==> src/hdl/ql_reset_stretch.sv <==
// Reset stretcher that holds the core in reset for a number of bus phases
`timescale 1ns/1ps

module ql_reset_stretch #(
	parameter int RESET_PHASES = 4095
) (
	input  logic clk_sys,
	input  logic reset,
	input  logic reset_req,      // Button, OSD or ROM download
	input  logic ce_bus_p,
	output logic core_reset
);

	localparam int CNT_W = $clog2(RESET_PHASES + 1);

	logic [CNT_W-1:0] phase_cnt;

	always_ff @(posedge clk_sys) begin
		if (reset || reset_req)
			phase_cnt <= CNT_W'(RESET_PHASES);       // Reload on every request
		else if (ce_bus_p && phase_cnt != '0)
			phase_cnt <= phase_cnt - 1'b1;           // Count down per bus phase
	end

	assign core_reset = (phase_cnt != '0);

endmodule

==> config.mk <==
export PLATFORM = sky130hd
export DESIGN_NAME = ql_reset_stretch
export DESIGN_NICKNAME = d
export VERILOG_FILES = /design/src/hdl/ql_reset_stretch.sv
export SDC_FILE = /design/constraint.sdc
export NUM_CORES = 1
export LEC_CHECK = 0
export BUFFER_PORTS_ARGS = -buffer_cell sky130_fd_sc_hd__buf_2
export CORE_AREA = 2 2 39 41
export DETAILED_ROUTE_END_ITERATION = 16
export DIE_AREA = 0 0 41 43
export PLACE_DENSITY = 0.72
export SLEW_MARGIN = 0
export SYNTH_ARGS = -nofsm -noshare
export SYNTH_HDL_FRONTEND = slang
export SYNTH_SLANG_ARGS = --single-unit
==> constraint.sdc <==
create_clock -name clk_sys -period 2.32 [get_ports clk_sys]
set_clock_uncertainty 0.2 [all_clocks]
set_input_delay 0.348 -clock clk_sys [delete_from_list [all_inputs] [get_ports clk_sys]]
set_output_delay 0.348 -clock clk_sys [all_outputs]
set_load 0.05 [all_outputs]
==> results.py <==
metrics = {
    "run_status": {
        "status": "finished clean",
    },
    "layout": {
        "final_area_um2": 698,
        "reg_top3": "phase_cnt: 12 flops",
        "diodes": 0,
        "largest_register": "phase_cnt",
        "area_delta_synth_final_pct": 12.7,
        "utilization_pct": 50.5,
        "largest_register_ffs": 12,
        "nets": 88,
        "drive_gt1_share_pct": 19.8,
    },
    "worst_setup_path": {
        "cp.required_ns": 1.77,
        "reg2reg_depth": 5,
        "crit_fanout": 7,
        "crit_chain": "nor4_1 > nand4_1 > buf_2",
        "max_stage_delay_ns": 0.43,
        "crit_type": "reg2out",
        "end_kind": "output port",
        "critical_path.top_delay_family": "simple AND/OR/NAND/NOR gates",
        "crit_slowest_cell": "nor4_1",
        "crit_buf_inv": 1,
        "path_depth": 3,
        "worstPathArrival_ns": 1.63,
        "startpoint_type": "flip-flop",
    },
    "floorplan": {
        "core-area_um2": 1380,
        "start_util_pct": 44.8,
        "dieArea_um2": 1760,
        "fp-row-count": 14,
        "die_height_um": 43,
        "num_io_pins": 5,
        "die_x_um": 41,
    },
    "clock_network": {
        "numCtsBuffers": 3,
        "cts_buffer_depth": 2,
        "cts-root-buf": "clkbuf_4",
        "cts.sinks": 12,
        "cts_tree": "done",
        "clk_pin_slew_ns": 0.08,
        "holdBufCountCts": 0,
        "post_cts_buffers": 0,
        "post_cts_resized": 0,
        "htree_levels": 1,
        "worstSkewPairLatency_ns": 0.28,
    },
    "grt": {
        "grt_usage_pct": 16.0,
        "grt_max_degree": 11,
        "overflow": 0,
        "antenna_found_initial": 0,
        "grt_pass1_vias": 469,
        "grt_pass1_wl_um": 1970,
    },
    "detailed_routing": {
        "vias": 588,
        "first_iter_violations": 16,
        "first_pass_iters": 4,
        "routed_wl_um": 1210,
        "viasPerCell": 6.06,
        "ant_nets": 0,
        "drc_errors": 0,
        "wl_per_cell_um": 12.5,
    },
    "yosys": {
        "synth.avg_cell_area_um2": 8.48,
        "syn-cell-area_um2": 619,
        "yosysTopAreaCell": "dfxtp_1",
        "synth_warnings": 0,
        "synthesis.instances": 73,
        "yosysSeqAreaShare_pct": 38.8,
        "synthTopCellsByArea": "dfxtp_1 39%, a21oi_1 5.7%, nor2_1 5.5%, ha_1 4.0%, o21ai_0 3.2%",
        "synth_edf_count": 0,
        "ys_ff_latch": 12,
        "syn_nets": 79,
        "synth_flop_cell": "dfxtp_1",
        "synth_async_sr_flop_share_pct": 0,
        "ys_types": 31,
        "synth_top_area_share_pct": 38.8,
    },
    "placement": {
        "finalWeightedCongestion": 0.766,
        "io_buffers": 4,
        "dp_hpwl_um": 883,
        "dpl_cell_area_um2": 662,
    },
    "power_and_ir_drop": {
        "p_leak_nw": 0.266,
        "power_density_nw_per_um2": 564,
        "ir_worst_vdd_uv": 359,
    },
    "timing": {
        "worstMarginPinSlew_ns": 0.534,
        "finalSetupTns_ns": 0,
        "finalHoldViolCount": 0,
        "min_period_ns": 2.17,
        "period_share_pct": 93.7,
        "drv_slew": 0,
        "setup_viol": 0,
        "max_freq_mhz": 460,
        "grt_setup_unrepaired": "false",
        "maxSlewHeadroom_pct": 64.3,
    },
    "hold_path": {
        "hold_path_depth": 3,
        "min_path_type": "in2reg",
    },
    "run": {
        "max_cap_violations": 0,
    },
}
layout by cell type, fill, tap and decap left out, types with 2 or more instances in the layout:
cell / n
and3_1: 3
buf_2: 4
dfxtp_1: 12
inv_1: 2
nor2_1: 9
o21ai_0: 4
a21oi_1: 7
ha_1: 2
and3_2: 2
nand2_1: 5
nor4_1: 3
and4_1: 2
clkbuf_4: 3
nor3_1: 2
o21ai_1: 2
power breakdown:
part	switching [mW]	leakage, nW	internal (mW)
sequential	0.000964	0.0973	0.207
combinational	0.00689	0.148	0.00570
clock	0.0782	0.0210	0.0954
total	0.0860	0.266	0.308
through the flow:
stage	hold WS (ns)	instances	power (mW)	setup WS [ns]
4_1_cts	0.199	97	0.394	0.156
3_3_place_gp	0.283	93	0.225	0.392
6_report	0.200	97	0.394	0.146
2_1_floorplan	0.250	73	0.220	0.551
5_1_grt	0.232	97	0.404	0.0339
3_5_place_dp	0.281	93	0.225	0.382
layout make-up:
cell class | count | area (um^2)
clock buffer | 4 | 36.3
fill | 123 | 686
inverter | 2 | 7.51
multi-input combinational | 58 | 367
sequential | 12 | 240
tap | 16 | 20.0
timing repair buffer | 5 | 27.5
final timing paths:
path                                    start       endpoint  slack, ns
worst max-delay path             phase_cnt[8]     core_reset       0.15
worst min-delay path                    reset   phase_cnt[1]       0.20
worst max register to register   phase_cnt[8]   phase_cnt[6]       0.41
worst min register to register  phase_cnt[11]  phase_cnt[11]       0.29
logic make-up (layout without fill, tap and decap cells):
logic type | Yosys count | after routing | synth area share, %
buffers and inverters | 3 | 11 | 2.02
DFF | 12 | 12 | 38.8
AOI/OAI and AO/OA | 22 | 22 | 22.6
and+or+nand+nor | 34 | 34 | 32.5
adders and majority gates | 2 | 2 | 4.04
worst register-to-register path, cell delays in order (launching register included):
cell and delay [ns]:
dfxtp_1 0.38, nor4_1 0.43, nand4_1 0.26, buf_4 0.23, a31oi_1 0.17, o21ai_0 0.10
cells in the mapped netlist, types with 2 or more instances:
library cell and count:
dfxtp_1 12, nor2_1 9, a21oi_1 7, nand2_1 5, o21ai_0 4, and3_1 3, nor4_1 3, and3_2 2
and4_1 2, ha_1 2, inv_1 2, nor3_1 2, o21ai_1 2
metal layers:
metal / up-vias / track usage (%) / share of wire (%)
met5: - / 0 / 0
met4: 0 / 8.00 / 1.7
met3: 4 / 3.14 / 3.3
met2: 11 / 21.9 / 42
met1: 275 / 23.1 / 52
li1: 298 / - / -
Power figures use the tool's default switching activity.
