### config.mk
export PLATFORM = sky130hd
export DESIGN_NAME = ql_control_regs
export DESIGN_NICKNAME = d
export VERILOG_FILES = /design/src/hdl/ql_bus_pkg.sv /design/src/hdl/ql_control_regs.sv
export SDC_FILE = /design/constraint.sdc
export NUM_CORES = 1
export LEC_CHECK = 0
export ABC_AREA = 1
export BUFFER_PORTS_ARGS = -buffer_cell sky130_fd_sc_hd__clkbuf_2
export CAP_MARGIN = 10
export CORE_UTILIZATION = 29
export CTS_CLUSTER_SIZE = 25
export DETAILED_ROUTE_END_ITERATION = 10
export PLACE_DENSITY = 0.81
export REMOVE_ABC_BUFFERS = 1
export SLEW_MARGIN = 20
export SYNTH_ARGS = -nofsm -noshare
export SYNTH_HDL_FRONTEND = slang
export SYNTH_SLANG_ARGS = --single-unit
### constraint.sdc
create_clock -name clk_sys -period 1.3 [get_ports clk_sys]
set_input_delay 0.195 -clock clk_sys [delete_from_list [all_inputs] [get_ports clk_sys]]
set_output_delay 0.195 -clock clk_sys [all_outputs]
set_load 0.05 [all_outputs]
### src/hdl/ql_bus_pkg.sv
// QL bus package with shared bus types, speed and RAM encodings, divider constants
package ql_bus_pkg;

	typedef logic [23:0] bus_addr_t;         // 68008 byte address
	typedef logic [15:0] bus_word_t;         // Data word on the bus

	// CPU speed select
	typedef enum logic [1:0] {
		SPEED_QL,                            // Original 7.5 MHz class
		SPEED_16,
		SPEED_24,
		SPEED_FULL
	} cpu_speed_t;

	// RAM size select, top value also turns on GoldCard mode
	typedef enum logic [1:0] {
		RAM_128K,
		RAM_640K,
		RAM_896K,
		RAM_4096K
	} ram_cfg_t;

	// One strobe per decoded region
	typedef struct packed {
		logic ql_io;                         // $18000-$1bfff
		logic bram;                          // Base 128k RAM
		logic xram;                          // Expansion RAM banks
		logic ram;                           // Any RAM at all
		logic rom;                           // $0000-$ffff
		logic ext_rom;                       // $c000-$ffff
		logic os_rom;                        // $0000-$bfff
		logic gc_io;                         // $1c000-$1c0ff
		logic gc_boot_rom;                   // $040000-$04ffff
		logic gc_os_rom;                     // $400000-$40ffff
		logic qlsd_reg;
		logic qlsd_rd;                       // The one register that returns data
		logic qlsd_dat;
	} region_t;

	// Divider table for an 84 MHz clk_sys
	localparam logic [3:0] DIV_BUS_QL   = 4'd11;    // 7.64 MHz
	localparam logic [3:0] DIV_BUS_16   = 4'd5;     // 16.8 MHz
	localparam logic [3:0] DIV_BUS_24   = 4'd3;     // 28 MHz
	localparam logic [3:0] DIV_BUS_FULL = 4'd2;     // 42 MHz
	localparam logic [9:0] DIV_REFRESH  = 10'd640;  // 131.25 kHz refresh and RTC tick
	localparam logic [3:0] DIV_VID      = 4'd8;     // 10.5 MHz pixel tick

	// GoldCard I/O offsets and the QL-SD data register
	localparam logic [7:0]  GC_SHADOW_ON   = 8'h60;
	localparam logic [7:0]  GC_SHADOW_OFF  = 8'h64;
	localparam logic [15:0] QLSD_DATA_ADDR = 16'hfee4;

endpackage

### src/hdl/ql_control_regs.sv
// RAM size latch, GoldCard shadow flag and ZX8301 display control register
`timescale 1ns/1ps

module ql_control_regs (
	input  logic                  clk_sys,
	input  logic                  core_reset,
	input  ql_bus_pkg::ram_cfg_t  ram_cfg_sel,
	input  ql_bus_pkg::bus_addr_t cpu_addr,
	input  logic                  cpu_wr,
	input  logic                  cpu_uds,
	input  logic                  cpu_lds,
	input  ql_bus_pkg::bus_word_t cpu_dout,
	input  ql_bus_pkg::region_t   region,
	output ql_bus_pkg::ram_cfg_t  ram_cfg,
	output logic                  rom_shadow,
	output logic [7:0]            mc_stat
);
	import ql_bus_pkg::*;

	logic gc_wr;       // Upper byte only write to GoldCard I/O
	logic disp_wr;     // Write-only display register at $18063

	assign gc_wr   = region.gc_io && cpu_wr && cpu_uds && !cpu_lds;
	assign disp_wr = region.ql_io && ({cpu_addr[6:5], cpu_addr[1]} == 3'b111) &&
		cpu_wr && cpu_lds;

	// Size only changes while the core is held in reset
	always_ff @(posedge clk_sys) begin
		if (core_reset)
			ram_cfg <= ram_cfg_sel;
	end

	always_ff @(posedge clk_sys) begin
		if (core_reset) begin
			rom_shadow <= 1'b0;
			mc_stat    <= 8'h00;
		end else begin
			if (gc_wr && cpu_addr[7:0] == GC_SHADOW_ON)
				rom_shadow <= 1'b1;                 // Shadow RAM over OS ROM
			else if (gc_wr && cpu_addr[7:0] == GC_SHADOW_OFF)
				rom_shadow <= 1'b0;                 // Back to boot mapping
			if (disp_wr)
				mc_stat <= cpu_dout[7:0];           // Mode, blank and screen select
		end
	end

endmodule

==> impl_metrics.toml <==
[die]
die_y_um = 41.52
coreArea_um2 = 1383
design.die.area_um2 = 1724
num_io_pins = 71
floorplan.initialDensity_pct = 32.76
floorplan.rows = 13
die_w_um = 41.52

[sta]
rsz0062_at_grt = "no"
fin_worst_skew_ns = 0
setup_tns_ns = 0
max_clock_freq_ghz = 0.9431
setup-violations-final = 0
final.period_utilization_pct = 81.57
slew_headroom_pct = 81.43
timing.final.hold_violations = 0
timing.final.crit_period_ns = 1.060
slew_viol_final = 0
timing_worst_slew_pin_value_ns = 0.2798

[final_layout]
finalNonFillerCells = 114
n_fill_cell = 149
insertedDiodeCount = 0
mostFrequentLayoutCells = "35 x sky130_fd_sc_hd__clkbuf_2, 19 x sky130_fd_sc_hd__nor2_1, 10 x sky130_fd_sc_hd__inv_1, 9 x sky130_fd_sc_hd__dfxtp_1, 8 x sky130_fd_sc_hd__o21ai_0"
share_of_final_layout_standard_cells_stronger_than_drive_strength_1_pct = 41.41
design.final.nets = 160
flow.area_growth_from_synthesis_pct = 48.62
finalInstanceArea_um2 = 673.1
mostFrequentLayoutCell = "sky130_fd_sc_hd__clkbuf_2"

[global_route]
via_count_of_the_first_global_routing_pass = 419
grt.total_usage_pct = 11.95
grt_first_pass_wirelength_um = 1642
grt_start_max_net_pins = 10
grt_remaining_overflow = 0
grt_antenna_before_repair = 0

[worst_setup_path]
timing.critical_path.depth = 1
crit_path_end_kind = "output port"
criticalPathCategory = "flop to output port"
reg_to_reg_slack_setup_ns = 0.67
worst_r2r_path_depth = 2
arrival_ns = 0.87
critical_path.n_buffers_inverters = 1
worstPathRequired_ns = 1.11
setup.worst_path.start_class = "flop"
path_cells = "clkbuf_2"
crit_family = "flip-flops"
slowest_stage = "sky130_fd_sc_hd__dfxtp_1"
crit_path_max_fanout = 2
slowest_cell_delay_on_critical_path_ns = 0.33

[clock_tree]
cts.sink_count = 11
clk_path_buf_depth = 2
clkLatencyLatePin_ns = 0.26
cts-root-buf = "sky130_fd_sc_hd__clkbuf_4"
path_clk_slew_ns = 0.07
post_cts_resize_count = 0
post_cts_hold_buffer_count = 0
cts_buffers = 3
htree_levels = 1
clock_tree_from_tritoncts = "yes"
cts_post_setup_buffers_inserted = 0

[power]
vdd_ir_drop_max_uv = 519.7
p_per_area_nw_per_um2 = 998.5
leakage_power_total_nw = 0.3882

[synth]
synth.distinct_cells = 11
syn_area_per_cell_um2 = 7.549
netlist_instances = 60
synth_seq_cells = 11
synth_warnings = 0
synth_sequential_area_ratio_pct = 53.04
post_synth_instance_area_um2 = 452.9

[placement]
postPlaceCellArea_um2 = 646.9
placed_cells = 110
numPortBuffers = 35
dp_hpwl_um = 779.2
routabilityCongestion = 0.6451

[detailed_routing]
wl_met1_um = 431
final_antenna_net_count = 0
first_iter_violations = 4
wl_met2_um = 454
drcViolationCount = 0
drt_first_pass_iters = 4
drt_wl_total_um = 957
highest_layer = "met3"
met3RoutedLength_um = 71
vias = 493
average_wire_per_standard_cell_um = 8.395
vias_per_inst = 4.325

[min_path]
hold_path_class = "input port to flop"
timing.hold.worst_path_depth = 1

[outcome]
outcome = "finished, final reports clean"

[flow_run]
max_cap_viol_count = 0
-- logic make-up (layout without fill, tap and decap cells) --
group	count (synthesis)	count (layout)	synth area share [%]
flip-flops	11	11	53.04
AND/OR/NAND/NOR	30	30	29.01
buffers and inverters	11	50	9.116
AO/OA/AOI/OAI	8	8	8.840
-- sequential cells by signal, indices dropped and copies added (netlist names) --
register and cells:
mc_stat 8, ram_cfg 2, rom_shadow 1
-- report_power, final --
part	internal (mW)	switching, mW	total [mW]
combinational	0.0374	0.0562	0.0936
clock	0.118	0.102	0.221
sequential	0.355	0.00266	0.358
-- synth_stat cells --
cell | n | area (um^2)
sky130_fd_sc_hd__nand2_1 | 6 | 22.52
sky130_fd_sc_hd__nand3_2 | 1 | 10.01
sky130_fd_sc_hd__dfxtp_1 | 9 | 180.2
sky130_fd_sc_hd__nand4_1 | 1 | 6.260
sky130_fd_sc_hd__edfxtp_1 | 2 | 60.06
sky130_fd_sc_hd__inv_1 | 10 | 37.54
sky130_fd_sc_hd__o21ai_0 | 8 | 40.04
sky130_fd_sc_hd__nor2_4 | 1 | 11.26
sky130_fd_sc_hd__inv_2 | 1 | 3.750
sky130_fd_sc_hd__nor2_1 | 19 | 71.32
sky130_fd_sc_hd__nand3_1 | 2 | 10.01
-- per-layer routing --
metal | vias to the layer above | global-route usage, %
li1 | 264 | -
met3 | 0 | 3.913
met2 | 21 | 18.44
met4 | 0 | 3.871
met5 | - | 0
met1 | 208 | 15.68
-- per-stage QoR --
stage | utilization [%] | total power, mW | hold slack, ns | setup WS (ns)
after floorplan | - | 0.4131 | 0.2939 | 0.3809
final | 48.69 | 0.6721 | 0.1117 | 0.2396
after global placement | 46.79 | 0.4588 | 0.3764 | 0.3253
after global routing | 48.69 | 0.7056 | 0.1019 | 0.1965
after CTS | 48.69 | 0.6859 | 0.1006 | 0.2247
after detailed placement | 46.79 | 0.4604 | 0.3746 | 0.2959
-- area by class of cell --
type / instances / area (um^2) / share of cell area (%)
Clock buffer: 4 / 26.28 / 3.903
Inverter: 11 / 41.29 / 6.134
Multi-Input combinational cell: 38 / 171.4 / 25.46
Sequential cell: 11 / 240.2 / 35.69
Tap cell: 15 / 18.77 / 2.788
Timing Repair Buffer: 35 / 175.2 / 26.02
-- worst paths after layout --
kind             startpoint    endpoint
min reg2reg      rom_shadow  rom_shadow
min          ram_cfg_sel[1]  ram_cfg[1]
max reg2reg      mc_stat[4]  mc_stat[4]
max              mc_stat[7]  mc_stat[7]
Power figures use the tool's default switching activity.
