--- config.mk ---
export PLATFORM = sky130hd
export DESIGN_NAME = ql_addr_decode
export DESIGN_NICKNAME = d
export VERILOG_FILES = /design/src/hdl/ql_bus_pkg.sv /design/src/hdl/ql_addr_decode.sv
export SDC_FILE = /design/constraint.sdc
export NUM_CORES = 1
export LEC_CHECK = 0
export BUFFER_PORTS_ARGS = -buffer_cell sky130_fd_sc_hd__buf_2
export CORE_MARGIN = 5
export CORE_UTILIZATION = 34
export DETAILED_ROUTE_END_ITERATION = 6
export PLACE_DENSITY = 0.91
export SYNTH_ARGS = -nofsm -noshare
export SYNTH_HDL_FRONTEND = slang
export SYNTH_SLANG_ARGS = --single-unit
--- constraint.sdc ---
create_clock -name vclk -period 2.2
set_input_delay 0.11 -clock vclk [all_inputs]
set_output_delay 0.11 -clock vclk [all_outputs]
set_load 0.005 [all_outputs]
--- src/hdl/ql_bus_pkg.sv ---
// QL bus package with shared bus types, speed and RAM encodings, divider constants
package ql_bus_pkg;

	typedef logic [23:0] bus_addr_t;         // 68008 byte address
	typedef logic [15:0] bus_word_t;         // Data word on the bus

	// CPU speed select
	typedef enum logic [1:0] {
		SPEED_QL,                            // Original 7.5 MHz class
		SPEED_16,
		SPEED_24,
		SPEED_FULL
	} cpu_speed_t;

	// RAM size select, top value also turns on GoldCard mode
	typedef enum logic [1:0] {
		RAM_128K,
		RAM_640K,
		RAM_896K,
		RAM_4096K
	} ram_cfg_t;

	// One strobe per decoded region
	typedef struct packed {
		logic ql_io;                         // $18000-$1bfff
		logic bram;                          // Base 128k RAM
		logic xram;                          // Expansion RAM banks
		logic ram;                           // Any RAM at all
		logic rom;                           // $0000-$ffff
		logic ext_rom;                       // $c000-$ffff
		logic os_rom;                        // $0000-$bfff
		logic gc_io;                         // $1c000-$1c0ff
		logic gc_boot_rom;                   // $040000-$04ffff
		logic gc_os_rom;                     // $400000-$40ffff
		logic qlsd_reg;
		logic qlsd_rd;                       // The one register that returns data
		logic qlsd_dat;
	} region_t;

	// Divider table for an 84 MHz clk_sys
	localparam logic [3:0] DIV_BUS_QL   = 4'd11;    // 7.64 MHz
	localparam logic [3:0] DIV_BUS_16   = 4'd5;     // 16.8 MHz
	localparam logic [3:0] DIV_BUS_24   = 4'd3;     // 28 MHz
	localparam logic [3:0] DIV_BUS_FULL = 4'd2;     // 42 MHz
	localparam logic [9:0] DIV_REFRESH  = 10'd640;  // 131.25 kHz refresh and RTC tick
	localparam logic [3:0] DIV_VID      = 4'd8;     // 10.5 MHz pixel tick

	// GoldCard I/O offsets and the QL-SD data register
	localparam logic [7:0]  GC_SHADOW_ON   = 8'h60;
	localparam logic [7:0]  GC_SHADOW_OFF  = 8'h64;
	localparam logic [15:0] QLSD_DATA_ADDR = 16'hfee4;

endpackage

--- src/hdl/ql_addr_decode.sv ---
// CPU address decoder with RAM size wrap mask and QL, GoldCard and QL-SD regions
`timescale 1ns/1ps

module ql_addr_decode (
	input  logic [23:1]          cpu_addr16,
	input  logic                 cpu_as,
	input  logic                 cpu_rw,
	input  logic                 cpu_uds,
	input  logic                 cpu_lds,
	input  ql_bus_pkg::ram_cfg_t ram_cfg,
	input  logic                 rom_shadow,
	output ql_bus_pkg::bus_addr_t cpu_addr,
	output logic                 cpu_rd,
	output logic                 cpu_wr,
	output ql_bus_pkg::region_t  region,
	output logic                 sdram_wr,
	output logic                 sdram_oe,
	output logic [23:0]          sdram_addr
);
	import ql_bus_pkg::*;

	logic      gc_en;
	bus_addr_t addr_mask;
	logic      gc_ram1, gc_ram2;
	logic      qlsd_en;
	logic      shadow_rd, shadow_wr;

	assign gc_en = (ram_cfg == RAM_4096K);

	// ========================================================================
	// Address rebuild and wrap
	// ========================================================================
	always_comb begin
		case (ram_cfg)
			RAM_128K:  addr_mask = 24'h03ffff;   // 256 KB
			RAM_4096K: addr_mask = 24'h7fffff;   // 8 MB incl. extended I/O
			default:   addr_mask = 24'h0fffff;   // 1 MB for 640k and 896k
		endcase
	end

	// A0 comes from the byte strobes, lower byte only means odd address
	assign cpu_addr = {cpu_addr16, !cpu_uds && cpu_lds} & addr_mask;

	assign cpu_rd = cpu_as && cpu_rw && (cpu_uds || cpu_lds);
	assign cpu_wr = cpu_as && !cpu_rw && (cpu_uds || cpu_lds);

	// ========================================================================
	// QL memory map
	// ========================================================================
	assign region.ql_io   = (cpu_addr[23:14] == 10'h006);
	assign region.bram    = (cpu_addr[23:17] == 7'h01);
	assign region.xram    =
		(ram_cfg == RAM_640K  && cpu_addr[23:20] == 4'h0 && ^cpu_addr[19:18]) ||  // 512k ext
		(ram_cfg == RAM_896K  && cpu_addr[23:20] == 4'h0 && |cpu_addr[19:18]) ||  // 768k ext
		(ram_cfg == RAM_4096K && cpu_addr[23:22] == 2'b00 && |cpu_addr[21:18]);
	assign region.ram     = region.bram || region.xram || gc_ram1 || gc_ram2;
	assign region.rom     = (cpu_addr[23:16] == 8'h00);
	assign region.ext_rom = (cpu_addr[23:14] == 10'h003);
	assign region.os_rom  = region.rom && !region.ext_rom;

	// GoldCard extra spaces
	assign region.gc_io       = gc_en && (cpu_addr[23:8] == 16'h01c0);
	assign gc_ram1            = gc_en && (cpu_addr[23:15] == 9'h002);       // $10000-$17fff
	assign gc_ram2            = gc_en && (cpu_addr[23:14] == 10'h007) && !region.gc_io;
	assign region.gc_boot_rom = gc_en && (cpu_addr[23:16] == 8'h04);
	assign region.gc_os_rom   = gc_en && (cpu_addr[23:16] == 8'h40);

	// QL-SD window sits in ROM space, hidden while GoldCard boot ROM is mapped
	assign qlsd_en         = (!gc_en || rom_shadow) && region.rom && cpu_rd;
	assign region.qlsd_reg = qlsd_en &&
		(cpu_addr[15:4] == 12'hfee || cpu_addr[15:4] == 12'hfef);
	assign region.qlsd_rd  = qlsd_en && (cpu_addr[15:0] == QLSD_DATA_ADDR);
	assign region.qlsd_dat = qlsd_en && (cpu_addr[15:8] == 8'hff);

	// ========================================================================
	// SDRAM strobes
	// ========================================================================
	assign shadow_rd = cpu_rd && region.os_rom && rom_shadow;          // Shadow RAM reads
	assign shadow_wr = cpu_as && !cpu_rw && region.os_rom && !rom_shadow;  // Fill shadow

	assign sdram_wr   = cpu_as && !cpu_rw && (region.ram || shadow_wr);
	assign sdram_oe   = cpu_rd && (region.ram || shadow_rd);
	assign sdram_addr = {3'b000, cpu_addr[21:1]};   // Word address

endmodule

==> flow_summary_export.csv <==
group,metric,value,unit
timing,timing.setup.tns,0,ps
setup_path,worst_setup_path_startpoint,"ram_cfg[0]",
die,ioPinCount,95,
detailed_routing,dr_total_vias,851,
clocking,cts_repair_resizes,0,
logic_synthesis,yosysUniqueCellTypes,39,
detailed_routing,postRouteWirelength,2.179,mm
logic_synthesis,yosysWarnings,0,
timing,timing.final.hold_violations,0,
layout,layout.cells.most_common,"sky130_fd_sc_hd__buf_2",
detailed_routing,dr.first_iter.drc_count,9,
layout,fillCellCount,255,
logic_synthesis,leading_post_synthesis_cells_by_cell_area,"sky130_fd_sc_hd__buf_4, sky130_fd_sc_hd__nand2_1, sky130_fd_sc_hd__ha_1",
layout,layout.cells.most_common_list,"sky130_fd_sc_hd__buf_2, sky130_fd_sc_hd__nand2_1, sky130_fd_sc_hd__inv_1",
layout,antenna-diode-count,0,
run_status,outcome,"complete, no violations",
timing,maxSlewViolCount,0,
setup_path,startpoint_class,"input port",
layout,drive_above_1_share,0.6667,
layout,area_occupied_by_multi_input_gates,419.2,um^2
setup_path,critPathKind,"in -> out",
detailed_routing,drt_pass1_iterations,3,
timing,fmaxAchievable,524.9,MHz
detailed_routing,avgViaCountPerCell,4.625,
detailed_routing,remaining_drc_errors,0,
die,rows,17,
layout,nets,190,
timing,fin_crit,1905,ps
logic_synthesis,netlist.area_leader.share,0.4172,
layout,synthToLayoutAreaGrowth,24.67,%
detailed_routing,drt.antenna.violating_nets,0,
layout,seq_cell_count,0,
die,die_width,57.15,um
global_route,antenna_violations_before_repair,0,
setup_path,worst_ep_arrival_time,1800,ps
setup_path,required_time_at_the_worst_slack_endpoint,2090,ps
layout,clkbuf_count,0,
die,core,2170,um^2
setup_path,critical_path.max_fanout,12,
min_path,holdCritStartpoint,"cpu_addr16[6]",
global_route,grt_pass1_vias,788,
min_path,timing.hold.worst.class,"in -> out",
logic_synthesis,syn_area_per_cell,7.197,um^2
power_and_ir_drop,total_leakage_power,0.5860,nW
layout,ff_latch_area,0,um^2
clocking,postCtsSetupRepairBufs,0,
placement,hpwl,1.997,mm
die,initial_core_util,0.3483,
detailed_routing,route.detailed.wl_per_inst,11.84,um
timing,setup_viol,0,
timing,post-route-worst-setup-slack,294.8,ps
timing,rsz_0062_raised_after_global_routing,"no",
placement,dp_slack,290.0,ps
die,dieHeight,57.15,um
placement,gp_routability_congestion,0.7243,
power_and_ir_drop,total_power,0.1583,mW
clocking,ctsHoldBuffers,0,
global_route,grt_start_max_net_pins,13,
global_route,global_route_wire_length_before_repair,3.229,mm
flow_run,cap_viol_max_count,0,
logic_synthesis,postSynthCellCount,105,
die,dieArea,3266,um^2
logic_synthesis,synth_sequential_area_ratio,0,
setup_path,crit_path_end_kind,"primary output",
logic_synthesis,syn-cell-area,755.7,um^2
power_and_ir_drop,power_per_cell_area,168.1,nW/um^2
global_route,grtUsageTotal,0.1143,
placement,buffer_ports.inserted,90,
timing,timing.final.crit_share,0.8660,
logic_synthesis,synth.largest_area_cell,"sky130_fd_sc_hd__buf_4",
power_and_ir_drop,vdd.ir_drop.worst,0.08409,mV
global_route,grt_overflow,0,
## cell usage after synthesis
cell type	number
sky130_fd_sc_hd__a21boi_1	1
sky130_fd_sc_hd__a21o_1	1
sky130_fd_sc_hd__a221oi_1	1
sky130_fd_sc_hd__a221oi_2	1
sky130_fd_sc_hd__a22oi_1	1
sky130_fd_sc_hd__a31oi_1	1
sky130_fd_sc_hd__and2_2	2
sky130_fd_sc_hd__and3_1	3
sky130_fd_sc_hd__and3_2	2
sky130_fd_sc_hd__and4_1	1
sky130_fd_sc_hd__buf_2	1
sky130_fd_sc_hd__buf_4	42
sky130_fd_sc_hd__clkbuf_2	1
sky130_fd_sc_hd__conb_1	1
sky130_fd_sc_hd__ha_1	2
sky130_fd_sc_hd__inv_1	6
sky130_fd_sc_hd__nand2_1	7
sky130_fd_sc_hd__nand2b_1	2
sky130_fd_sc_hd__nand3b_1	1
sky130_fd_sc_hd__nand4_1	1
sky130_fd_sc_hd__nand4_2	1
sky130_fd_sc_hd__nand4b_1	1
sky130_fd_sc_hd__nor2_1	4
sky130_fd_sc_hd__nor2b_1	3
sky130_fd_sc_hd__nor3_1	3
sky130_fd_sc_hd__nor3_2	1
sky130_fd_sc_hd__nor3b_1	1
sky130_fd_sc_hd__nor3b_2	1
sky130_fd_sc_hd__nor4_1	1
sky130_fd_sc_hd__nor4_4	1
sky130_fd_sc_hd__nor4b_1	1
sky130_fd_sc_hd__o2111ai_1	1
sky130_fd_sc_hd__o211a_1	1
sky130_fd_sc_hd__o21ai_0	1
sky130_fd_sc_hd__o21ai_1	2
sky130_fd_sc_hd__o2bb2ai_1	1
sky130_fd_sc_hd__o311ai_2	1
sky130_fd_sc_hd__or3_4	1
sky130_fd_sc_hd__or4b_2	1
## power breakdown
part | total (mW) | internal, mW | switching (mW)
combinational | 0.158 | 0.0777 | 0.0806
clock | 0 | 0 | 0
sequential | 0 | 0 | 0
total | 0.158 | 0.0777 | 0.0806
## layout make-up
cell class,count,share of cell area
repair buffers,92,0.4940
inverters,6,0.02390
well taps,28,0.03718
multi-input cells,58,0.4449
## final timing paths
path	endpoint	slack, ps	cells past startpoint
hold / removal	sdram_addr[5]	410	2
setup / recovery	region[1]	290	9
## stage by stage
step,util,std cells,hold WS (ps),area [um^2]
2_1_floorplan,-,108,253.4,767.0
3_3_place_gp,0.4343,184,411.8,942.2
3_5_place_dp,0.4343,184,413.9,942.2
4_1_cts,0.4343,184,414.5,942.2
5_1_grt,0.4343,184,423.6,942.2
6_report,0.4343,184,412.4,942.2
## logic make-up after synthesis
logic type      Yosys count  share of synthesized area
simple gates             39                     0.3543
other cells               1                   0.004962
fa+ha+maj                 2                    0.03311
buf+inv                  50                     0.4602
compound gates           13                     0.1474
## worst max-delay path: stages
cell                      delay [ps]
sky130_fd_sc_hd__buf_2           170
sky130_fd_sc_hd__o21ai_1         250
sky130_fd_sc_hd__ha_1            250
sky130_fd_sc_hd__nor3b_1         200
sky130_fd_sc_hd__buf_4           160
sky130_fd_sc_hd__nand4_2         130
sky130_fd_sc_hd__nor3_2          220
sky130_fd_sc_hd__nor3b_2         180
sky130_fd_sc_hd__buf_2           130
## layer usage
| layer | up-vias | track usage | part of all wire |
|---|---|---|---|
| met1 | 380 | 0.1362 | 0.38 |
| li1 | 421 | - | - |
| met3 | 2 | 0.02262 | 0.12 |
| met4 | 0 | 0.02318 | 0.013 |
| met2 | 48 | 0.2104 | 0.49 |
| met5 | - | 0 | 0 |
Note: power is estimated with default switching activity, not from simulation.
