### config.mk
export PLATFORM = sky130hd
export DESIGN_NAME = ql_read_mux
export DESIGN_NICKNAME = d
export VERILOG_FILES = /design/src/hdl/ql_bus_pkg.sv /design/src/hdl/ql_read_mux.sv
export SDC_FILE = /design/constraint.sdc
export NUM_CORES = 1
export LEC_CHECK = 0
export BUFFER_PORTS_ARGS = -buffer_cell sky130_fd_sc_hd__buf_2
export CAP_MARGIN = 20
export CORE_MARGIN = 2
export CORE_UTILIZATION = 42
export DETAILED_ROUTE_END_ITERATION = 8
export PLACE_DENSITY = 0.92
export SLEW_MARGIN = 30
export SYNTH_ARGS = -nofsm -noshare
export SYNTH_HDL_FRONTEND = slang
export SYNTH_SLANG_ARGS = --single-unit
### constraint.sdc
create_clock -name vclk -period 1.76
set_input_delay 0.264 -clock vclk [all_inputs]
set_output_delay 0.264 -clock vclk [all_outputs]
set_load 0.02 [all_outputs]
### src/hdl/ql_bus_pkg.sv
// QL bus package with shared bus types, speed and RAM encodings, divider constants
package ql_bus_pkg;

	typedef logic [23:0] bus_addr_t;         // 68008 byte address
	typedef logic [15:0] bus_word_t;         // Data word on the bus

	// CPU speed select
	typedef enum logic [1:0] {
		SPEED_QL,                            // Original 7.5 MHz class
		SPEED_16,
		SPEED_24,
		SPEED_FULL
	} cpu_speed_t;

	// RAM size select, top value also turns on GoldCard mode
	typedef enum logic [1:0] {
		RAM_128K,
		RAM_640K,
		RAM_896K,
		RAM_4096K
	} ram_cfg_t;

	// One strobe per decoded region
	typedef struct packed {
		logic ql_io;                         // $18000-$1bfff
		logic bram;                          // Base 128k RAM
		logic xram;                          // Expansion RAM banks
		logic ram;                           // Any RAM at all
		logic rom;                           // $0000-$ffff
		logic ext_rom;                       // $c000-$ffff
		logic os_rom;                        // $0000-$bfff
		logic gc_io;                         // $1c000-$1c0ff
		logic gc_boot_rom;                   // $040000-$04ffff
		logic gc_os_rom;                     // $400000-$40ffff
		logic qlsd_reg;
		logic qlsd_rd;                       // The one register that returns data
		logic qlsd_dat;
	} region_t;

	// Divider table for an 84 MHz clk_sys
	localparam logic [3:0] DIV_BUS_QL   = 4'd11;    // 7.64 MHz
	localparam logic [3:0] DIV_BUS_16   = 4'd5;     // 16.8 MHz
	localparam logic [3:0] DIV_BUS_24   = 4'd3;     // 28 MHz
	localparam logic [3:0] DIV_BUS_FULL = 4'd2;     // 42 MHz
	localparam logic [9:0] DIV_REFRESH  = 10'd640;  // 131.25 kHz refresh and RTC tick
	localparam logic [3:0] DIV_VID      = 4'd8;     // 10.5 MHz pixel tick

	// GoldCard I/O offsets and the QL-SD data register
	localparam logic [7:0]  GC_SHADOW_ON   = 8'h60;
	localparam logic [7:0]  GC_SHADOW_OFF  = 8'h64;
	localparam logic [15:0] QLSD_DATA_ADDR = 16'hfee4;

endpackage

### src/hdl/ql_read_mux.sv
// CPU read data multiplexer with peripheral selects and DTACK selection
`timescale 1ns/1ps

module ql_read_mux (
	input  ql_bus_pkg::region_t   region,
	input  ql_bus_pkg::bus_addr_t cpu_addr,
	input  ql_bus_pkg::ram_cfg_t  ram_cfg,
	input  logic                  rom_shadow,
	input  logic                  cpu_io,
	input  logic                  sdram_wr,
	input  logic                  sdram_oe,
	input  ql_bus_pkg::bus_word_t ql_rom_dout,
	input  ql_bus_pkg::bus_word_t gc_rom_dout,
	input  ql_bus_pkg::bus_word_t sdram_dout,
	input  ql_bus_pkg::bus_word_t zx8302_dout,
	input  logic [7:0]            qimi_data,
	input  logic [7:0]            qlsd_dout,
	input  logic                  sdram_dtack,
	input  logic                  qlsd_dtack,
	input  logic                  ram_delay_dtack,
	output logic                  zx8302_sel,
	output logic                  qimi_sel,
	output ql_bus_pkg::bus_word_t cpu_din,
	output logic                  cpu_dtack
);
	import ql_bus_pkg::*;

	logic      gc_en;
	logic      shadow_acc;      // OS ROM access that goes to SDRAM
	bus_word_t io_dout;
	bus_word_t gc_boot_dout;
	bus_word_t gc_shadow_dout;
	bus_word_t ql_dout;

	assign gc_en = (ram_cfg == RAM_4096K);

	// Peripheral selects inside $18000-$1bfff
	assign zx8302_sel = cpu_io && region.ql_io && !cpu_addr[6];
	assign qimi_sel   = cpu_io && region.ql_io && (cpu_addr[13:8] == 6'h3f);  // $1bfxx

	// ========================================================================
	// Data bus priorities
	// ========================================================================
	assign io_dout = qimi_sel   ? {qimi_data, qimi_data} :
	                 zx8302_sel ? zx8302_dout :
	                 16'h0000;

	// GoldCard booting, shadow RAM off
	assign gc_boot_dout = region.rom         ? gc_rom_dout :
	                      region.gc_boot_rom ? gc_rom_dout :    // Second boot ROM copy
	                      region.gc_os_rom   ? ql_rom_dout :    // QL ROM moved up
	                      region.ram         ? sdram_dout :
	                      16'hffff;

	// GoldCard running from shadow RAM
	assign gc_shadow_dout = region.os_rom    ? sdram_dout :
	                        region.qlsd_rd   ? {qlsd_dout, qlsd_dout} :
	                        region.ext_rom   ? ql_rom_dout :
	                        region.gc_os_rom ? ql_rom_dout :
	                        region.ram       ? sdram_dout :
	                        16'hffff;

	// Plain QL
	assign ql_dout = region.qlsd_rd ? {qlsd_dout, qlsd_dout} :
	                 region.rom     ? ql_rom_dout :
	                 region.ram     ? sdram_dout :
	                 16'hffff;                           // Nothing mapped

	always_comb begin
		if (region.ql_io)
			cpu_din = io_dout;          // I/O wins in every mode
		else if (gc_en)
			cpu_din = rom_shadow ? gc_shadow_dout : gc_boot_dout;
		else
			cpu_din = ql_dout;
	end

	// ========================================================================
	// DTACK
	// ========================================================================
	assign shadow_acc = region.os_rom && (rom_shadow ? sdram_oe : sdram_wr);

	always_comb begin
		if (region.qlsd_reg || region.qlsd_dat)
			cpu_dtack = qlsd_dtack;
		else if (shadow_acc)
			cpu_dtack = sdram_dtack;
		else if (region.ram)
			cpu_dtack = sdram_dtack && !ram_delay_dtack;   // QL RAM contention
		else
			cpu_dtack = 1'b1;
	end

endmodule

==> metrics.md, run 1 <==
| Metric | Value |
|---|---|
| Final GP Congestion | between 0.8 and 0.9 |
| Top cells by count, synth | a21oi_1, o21ai_0, nand2_1 |
| Avg WL per Cell | ~17 µm |
| Startpoint Class | input port |
| Syn Inst Count | a little under 300 |
| Synth area leaders | o311a_1, a21oi_1, o21ai_0 |
| Post-layout min period | roughly 1.9 ns |
| Arrival time of the worst setup path | 1.62 ns |
| Site Rows | 24 |
| First-pass GRT wire length | about 13 mm |
| Complex-gate fraction of the synthesized area | 0.649 |
| Final Non-Filler Cells | 474 |
| Drt first pass iters | 5 |
| Seq/Total Area, Yosys | 0 |
| HP Class | in2out |
| Hold Fails Final Rpt | 0 |
| Die H | about 70 µm |
| Largest family of logic cells by synthesized area | compound AO/OA/AOI/OAI gates |
| Share of cells above drive strength 1 | 0.441 |
| Area of the die | about 4900 µm² |
| CP Cell Sequence | buf_12, buf_4, nor2b_1, o311a_1, o311a_1, o31ai_4, buf_6 |
| Vias in the first global route | around 2800 |
| Placed Cells | 474 |
| Synth Area in XOR/XNOR | 0 |
| Ant. Diodes | 0 |
| Hold Slack | ~0.87 ns |
| Sequential Area | 0 µm² |
| Min-delay src | zx8302_dout[14] |
| Pre-CTS setup slack | -0.365 ns |
| Power Density | roughly 280 nW/µm² |
| Post-synthesis cell area | between 1500 and 2000 µm² |
| CORE AREA | around 4300 µm² |
| CTS Hold Bufs | 0 |
| Worst Slack Setup Final | -0.128 ns |
| Fmax | 530 MHz |
| Post-DR vias/cell | between 6 and 7 |
| Synth warn | 0 |
| Hpwl dp | roughly 6.3 mm |
| Synth-to-Final Area Change | 65.3% |
| Worst Setup End Kind | primary output |
| Req. time, crit path | ~1.5 ns |
| Pins Over Slew Limit | 0 |
| Bufs and invs on worst path | 3 |
| Kind of critical path | in2out |
| Die Wd | between 70 and 80 µm |
| Overflow after GRT | 0 |
| CLK BUF | 0 |
| Least-Margin Pin Slew | roughly 0.42 ns |
| Setup violators final | 16 |
| Hold depth | 4 |
| Simple-gate share of the synthesized area | 0.247 |
| Failing checks | negative setup slack |
| Fill cell count | between 300 and 400 |
| Drt drc | 0 |
| IO Count | ~150 |
| GR Util All Layers | 0.318 |
| Adder-cell area share of the yosys netlist | 0 |
| RSZ-0062 raised after global routing | yes |
| Worst Path Max Fanout | 8 |
| Slowest CP cell | o311a_1 |
| Max stage delay on crit path | around 0.33 ns |
| Initial core utilization | 0.430 |
| Max-cap violations | 0 |
| Routed WL | slightly above 8 mm |
| Initial DRC count | roughly 450 |
| Run status | finished with violations |
| Synth top area share | 0.174 |
| Period Utilization, post-route | 1.07 |
| Leakage | 1.40 nW |
| Nets | 550 |
| Antenna violations before repair | 0 |
| Largest net degree at the start of global routing | 37 |
| Min-Delay Endpoint | cpu_din[14] |
| Number of unique standard cell types used by synthesis | 26 |
| Worst vdd ir | 0.169 mV |
| Syn Area/Cell | 6.32 µm² |
| Antenna violation net count after detailed routing | 0 |
| Cell mode on critical path | o311a_1 |
| Post-synthesis mux area share | 0.00542 |
| Synth area leader | o311a_1 |
| Vias post-DR | between 2000 and 3000 |
| Synth Net Count | between 400 and 500 |
| Slew HR | 0.717 |
| Port bufs | 125 |
| Delay-heaviest family, CP | compound AO/OA/AOI/OAI gates |
| Seq Cell Count | 0 |
==> placed cells by master (no fill, tap or decap) <==
cell type  Yosys  layout
nand2_1       34      34
o31ai_2       12       1
buf_2         13     104
a22oi_1       16      16
nor3_4         1       1
nand2b_4       0       1
o311ai_0      16      16
o21ai_1        2       4
nand3b_1       1       1
a21oi_1       40      40
mux2i_1        1       1
a31oi_1        1       1
nor2b_4        2       3
buf_4          2      29
o21ai_0       40      38
buf_12         0       8
nand4_1        2       2
o21ba_2        2       2
nor2_1        19      19
o311a_1       32      32
nor2b_1       14      13
inv_6          0       1
inv_1          3       3
o31ai_4        0      15
nand2b_1      17      16
buf_6          3      21
==> power by group <==
part / internal [mW] / switching (mW) / leakage [nW]
Clock: 0 / 0 / 0
Sequential: 0 / 0 / 0
Combinational: 0.405 / 0.439 / 1.40
==> worst max-delay path by stage <==
stage / from / to / slack (ns) / cells past startpoint
finish: region[9] / cpu_din[2] / -0.13 / 7
global route: region[9] / cpu_din[6] / -0.17 / 7
CTS: region[9] / cpu_din[6] / -0.16 / 7
detailed placement: region[3] / cpu_din[6] / -0.36 / 6
global placement: region[3] / cpu_din[7] / -0.33 / 6
floorplan: region[1] / cpu_din[6] / -0.03 / 6
==> stage by stage <==
step                setup TNS, ns  instance area, µm²  power, mW  utilization
finish                      -1.44                3050      0.844        0.710
global route                -2.11                3050      0.905        0.710
CTS                         -1.37                3040      0.827        0.708
detailed placement          -5.03                2870      0.756        0.669
global placement            -4.73                2870      0.746        0.669
floorplan                 -0.0815                2000      0.438            -
==> layout make-up <==
type / instances / area (µm²) / area share
Multi-Input combinational cell: 256 / 1830 / 0.600
Inverter: 4 / 20.0 / 0.00656
Tap cell: 52 / 65.1 / 0.0213
Timing Repair Buffer: 162 / 1130 / 0.372
==> per-layer routing <==
layer  share of wire  vias to the layer above  wire length, µm  track usage
met4          0.0091                        0               74       0.0342
met1            0.41                     1329             3300        0.434
li1                -                     1414                -            -
met5               0                        -                0            0
met2            0.45                      230             3630        0.528
met3            0.14                       12             1100       0.0664
==> what timing repair did <==
action                     CTS  global route
pin swaps                   21             4
resized for setup           51             4
buffers inserted             0             0
setup endpoints to repair   16            16
==> logic make-up (layout without fill, tap and decap cells) <==
logic type,count (synthesis),count (layout)
compound gates,165,165
simple gates,90,90
mux,1,1
buf+inv,36,166
Power figures use the tool's default switching activity.
==> run 2: changes to the inputs <==
--- a/config.mk
+++ b/config.mk
@@ -8,9 +8,10 @@
 export BUFFER_PORTS_ARGS = -buffer_cell sky130_fd_sc_hd__buf_2
 export CAP_MARGIN = 20
 export CORE_MARGIN = 2
-export CORE_UTILIZATION = 42
+export CORE_UTILIZATION = 45
 export DETAILED_ROUTE_END_ITERATION = 8
-export PLACE_DENSITY = 0.92
+export PLACE_DENSITY = 0.95
+export SETUP_SLACK_MARGIN = 0.05
 export SLEW_MARGIN = 30
 export SYNTH_ARGS = -nofsm -noshare
 export SYNTH_HDL_FRONTEND = slang
==> constraint.sdc (replaced) <==
create_clock -name vclk -period 2.33
set_input_delay 0.3495 -clock vclk [all_inputs]
set_output_delay 0.3495 -clock vclk [all_outputs]
set_load 0.02 [all_outputs]
==> run 2 against run 1 <==
Effect of this change: the flow now finishes without violations; routed wire length decreased by 8.2%; die area decreased by 6.3%; clock-buffer cell count did not move; critical path type unchanged; largest power group unchanged.
==> metrics.md, run 2 (synthesis results as in run 1) <==
| Metric | Value |
|---|---|
| Fill cell count | 368 |
| Area of the die | about 4600 µm² |
| Slew HR | 0.714 |
| Site Rows | 23 |
| Fmax | ~440 MHz |
| Setup violators final | 0 |
| Leakage | roughly 1.2 nW |
| Die H | just under 70 µm |
| Most frequent cells in the layout | buf_2, o21ai_0, a21oi_1 |
| Commonest non-fill, non-tap cell in the layout | buf_2 |
| Max-cap violations | 0 |
| Final GP Congestion | ~0.99 |
| Period Utilization, post-route | 0.967 |
| Hold Fails Final Rpt | 0 |
| Bufs and invs on worst path | 2 |
| Req. time, crit path | just under 2 ns |
| Kind of critical path | in2out |
| Internal | ~200 µW |
| Avg WL per Cell | about 17 µm |
| Port bufs | 125 |
| Min-delay src | cpu_addr[6] |
| Post-DR vias/cell | roughly 6.6 |
| Ant. Diodes | 0 |
| CTS Hold Bufs | 0 |
| Share of total power in combinational logic | 1.000 |
| Worst Path Max Fanout | 18 |
| Cell mode on critical path | buf_2 |
| GR Util All Layers | 0.307 |
| Worst vdd ir | 0.103 mV |
| Arrival time of the worst setup path | ~1.9 ns |
| IO Count | 145 |
| Vias post-DR | 2927 |
| HP Class | in2out |
| Initial DRC count | between 400 and 500 |
| Setup TNS | 0 ns |
| Startpoint Class | input port |
| Critical Path Source | region[1] |
| Least-Margin Pin Slew | approximately 0.43 ns |
| Seq Cell Count | 0 |
| Die Wd | 68.0 µm |
| Clock share of power | 0 |
| Antenna violation net count after detailed routing | 0 |
| First-pass GRT wire length | about 11 mm |
| Switch share | 0.583 |
| CP Cell Sequence | buf_2, nand2b_1, o21ai_0, o311a_1, o31ai_1, buf_2 |
| CLK BUF | 0 |
| Worst Setup End Kind | primary output |
| Delay-heaviest family, CP | compound AO/OA/AOI/OAI gates |
| Sequential Area | 0 µm² |
| RSZ-0062 raised after global routing | no |
| Slowest CP cell | o311a_1 |
| Run status | finished clean |
| Max stage delay on crit path | between 0.3 and 0.4 ns |
| CORE AREA | around 4000 µm² |
| Pre-CTS setup slack | around 0.13 ns |
| Pins Over Slew Limit | 0 |
| Power Density | about 200 nW/µm² |
| Hpwl dp | ~5.7 mm |
| Worst Slack Setup Final | 0.0776 ns |
| Synth-to-Final Area Change | 34.4% |
| Antenna violations before repair | 0 |
| Drt first pass iters | 7 |
| Share of cells above drive strength 1 | 0.392 |
| WP depth | 6 |
| Routed WL | between 7 and 8 mm |
| Drt drc | 0 |
| Power share of the sequential group | 0 |
| Largest net degree at the start of global routing | 33 |
| Nets | 523 |
| Vias in the first global route | 2496 |
| P_sw | between 200 and 300 µW |
| Post-layout min period | roughly 2.3 ns |
| Overflow after GRT | 0 |
| Initial core utilization | 0.465 |
| Hold depth | 4 |
run 2: power by group through the flow:
| stage | clock (mW) | sequential, mW | combinational [mW] |
|---|---|---|---|
| 3_3_place_gp | 0 | 0 | 0.461 |
| 4_1_cts | 0 | 0 | 0.476 |
| 6_report | 0 | 0 | 0.492 |
| 3_5_place_dp | 0 | 0 | 0.474 |
| 5_1_grt | 0 | 0 | 0.532 |
| 2_1_floorplan | 0 | 0 | 0.287 |
run 2: what timing repair did:
item                                    4_1_cts  5_1_grt
resized for setup                             0        9
setup buffers                                 0        1
endpoints found under the setup margin        0       16
run 2: metrics by stage:
step                      cell area [µm²]  total power [mW]  std cells  hold slack [ns]  utilization
after floorplan                      1850             0.287        292            0.863            -
after global placement               2460             0.461        444             1.04        0.619
after detailed placement             2460             0.474        444             1.05        0.619
after CTS                            2460             0.476        444             1.05        0.619
after global routing                 2480             0.532        445             1.08        0.625
final                                2480             0.492        445             1.05        0.625
run 2: worst paths after layout:
path / end
min: zx8302_sel
max: cpu_din[7]
run 2: worst min-delay path, cell delays in order:
cell and delay (ns):
buf_2 0.07, nand3b_1 0.10, inv_1 0.04, buf_2 0.14
run 2: per-layer routing:
| layer | vias to the layer above | part of all wire | global-route usage |
|---|---|---|---|
| li1 | 1356 | - | - |
| met1 | 1300 | 0.40 | 0.418 |
| met2 | 247 | 0.45 | 0.504 |
| met3 | 24 | 0.14 | 0.0576 |
| met4 | 0 | 0.015 | 0.0550 |
| met5 | - | 0 | 0 |
run 2: layout make-up:
class | instances | area, µm² | area share
multi-input combinational | 256 | 1670 | 0.673
timing repair buffer | 135 | 731 | 0.295
tap | 50 | 62.6 | 0.0252
inverter | 4 | 18.8 | 0.00756
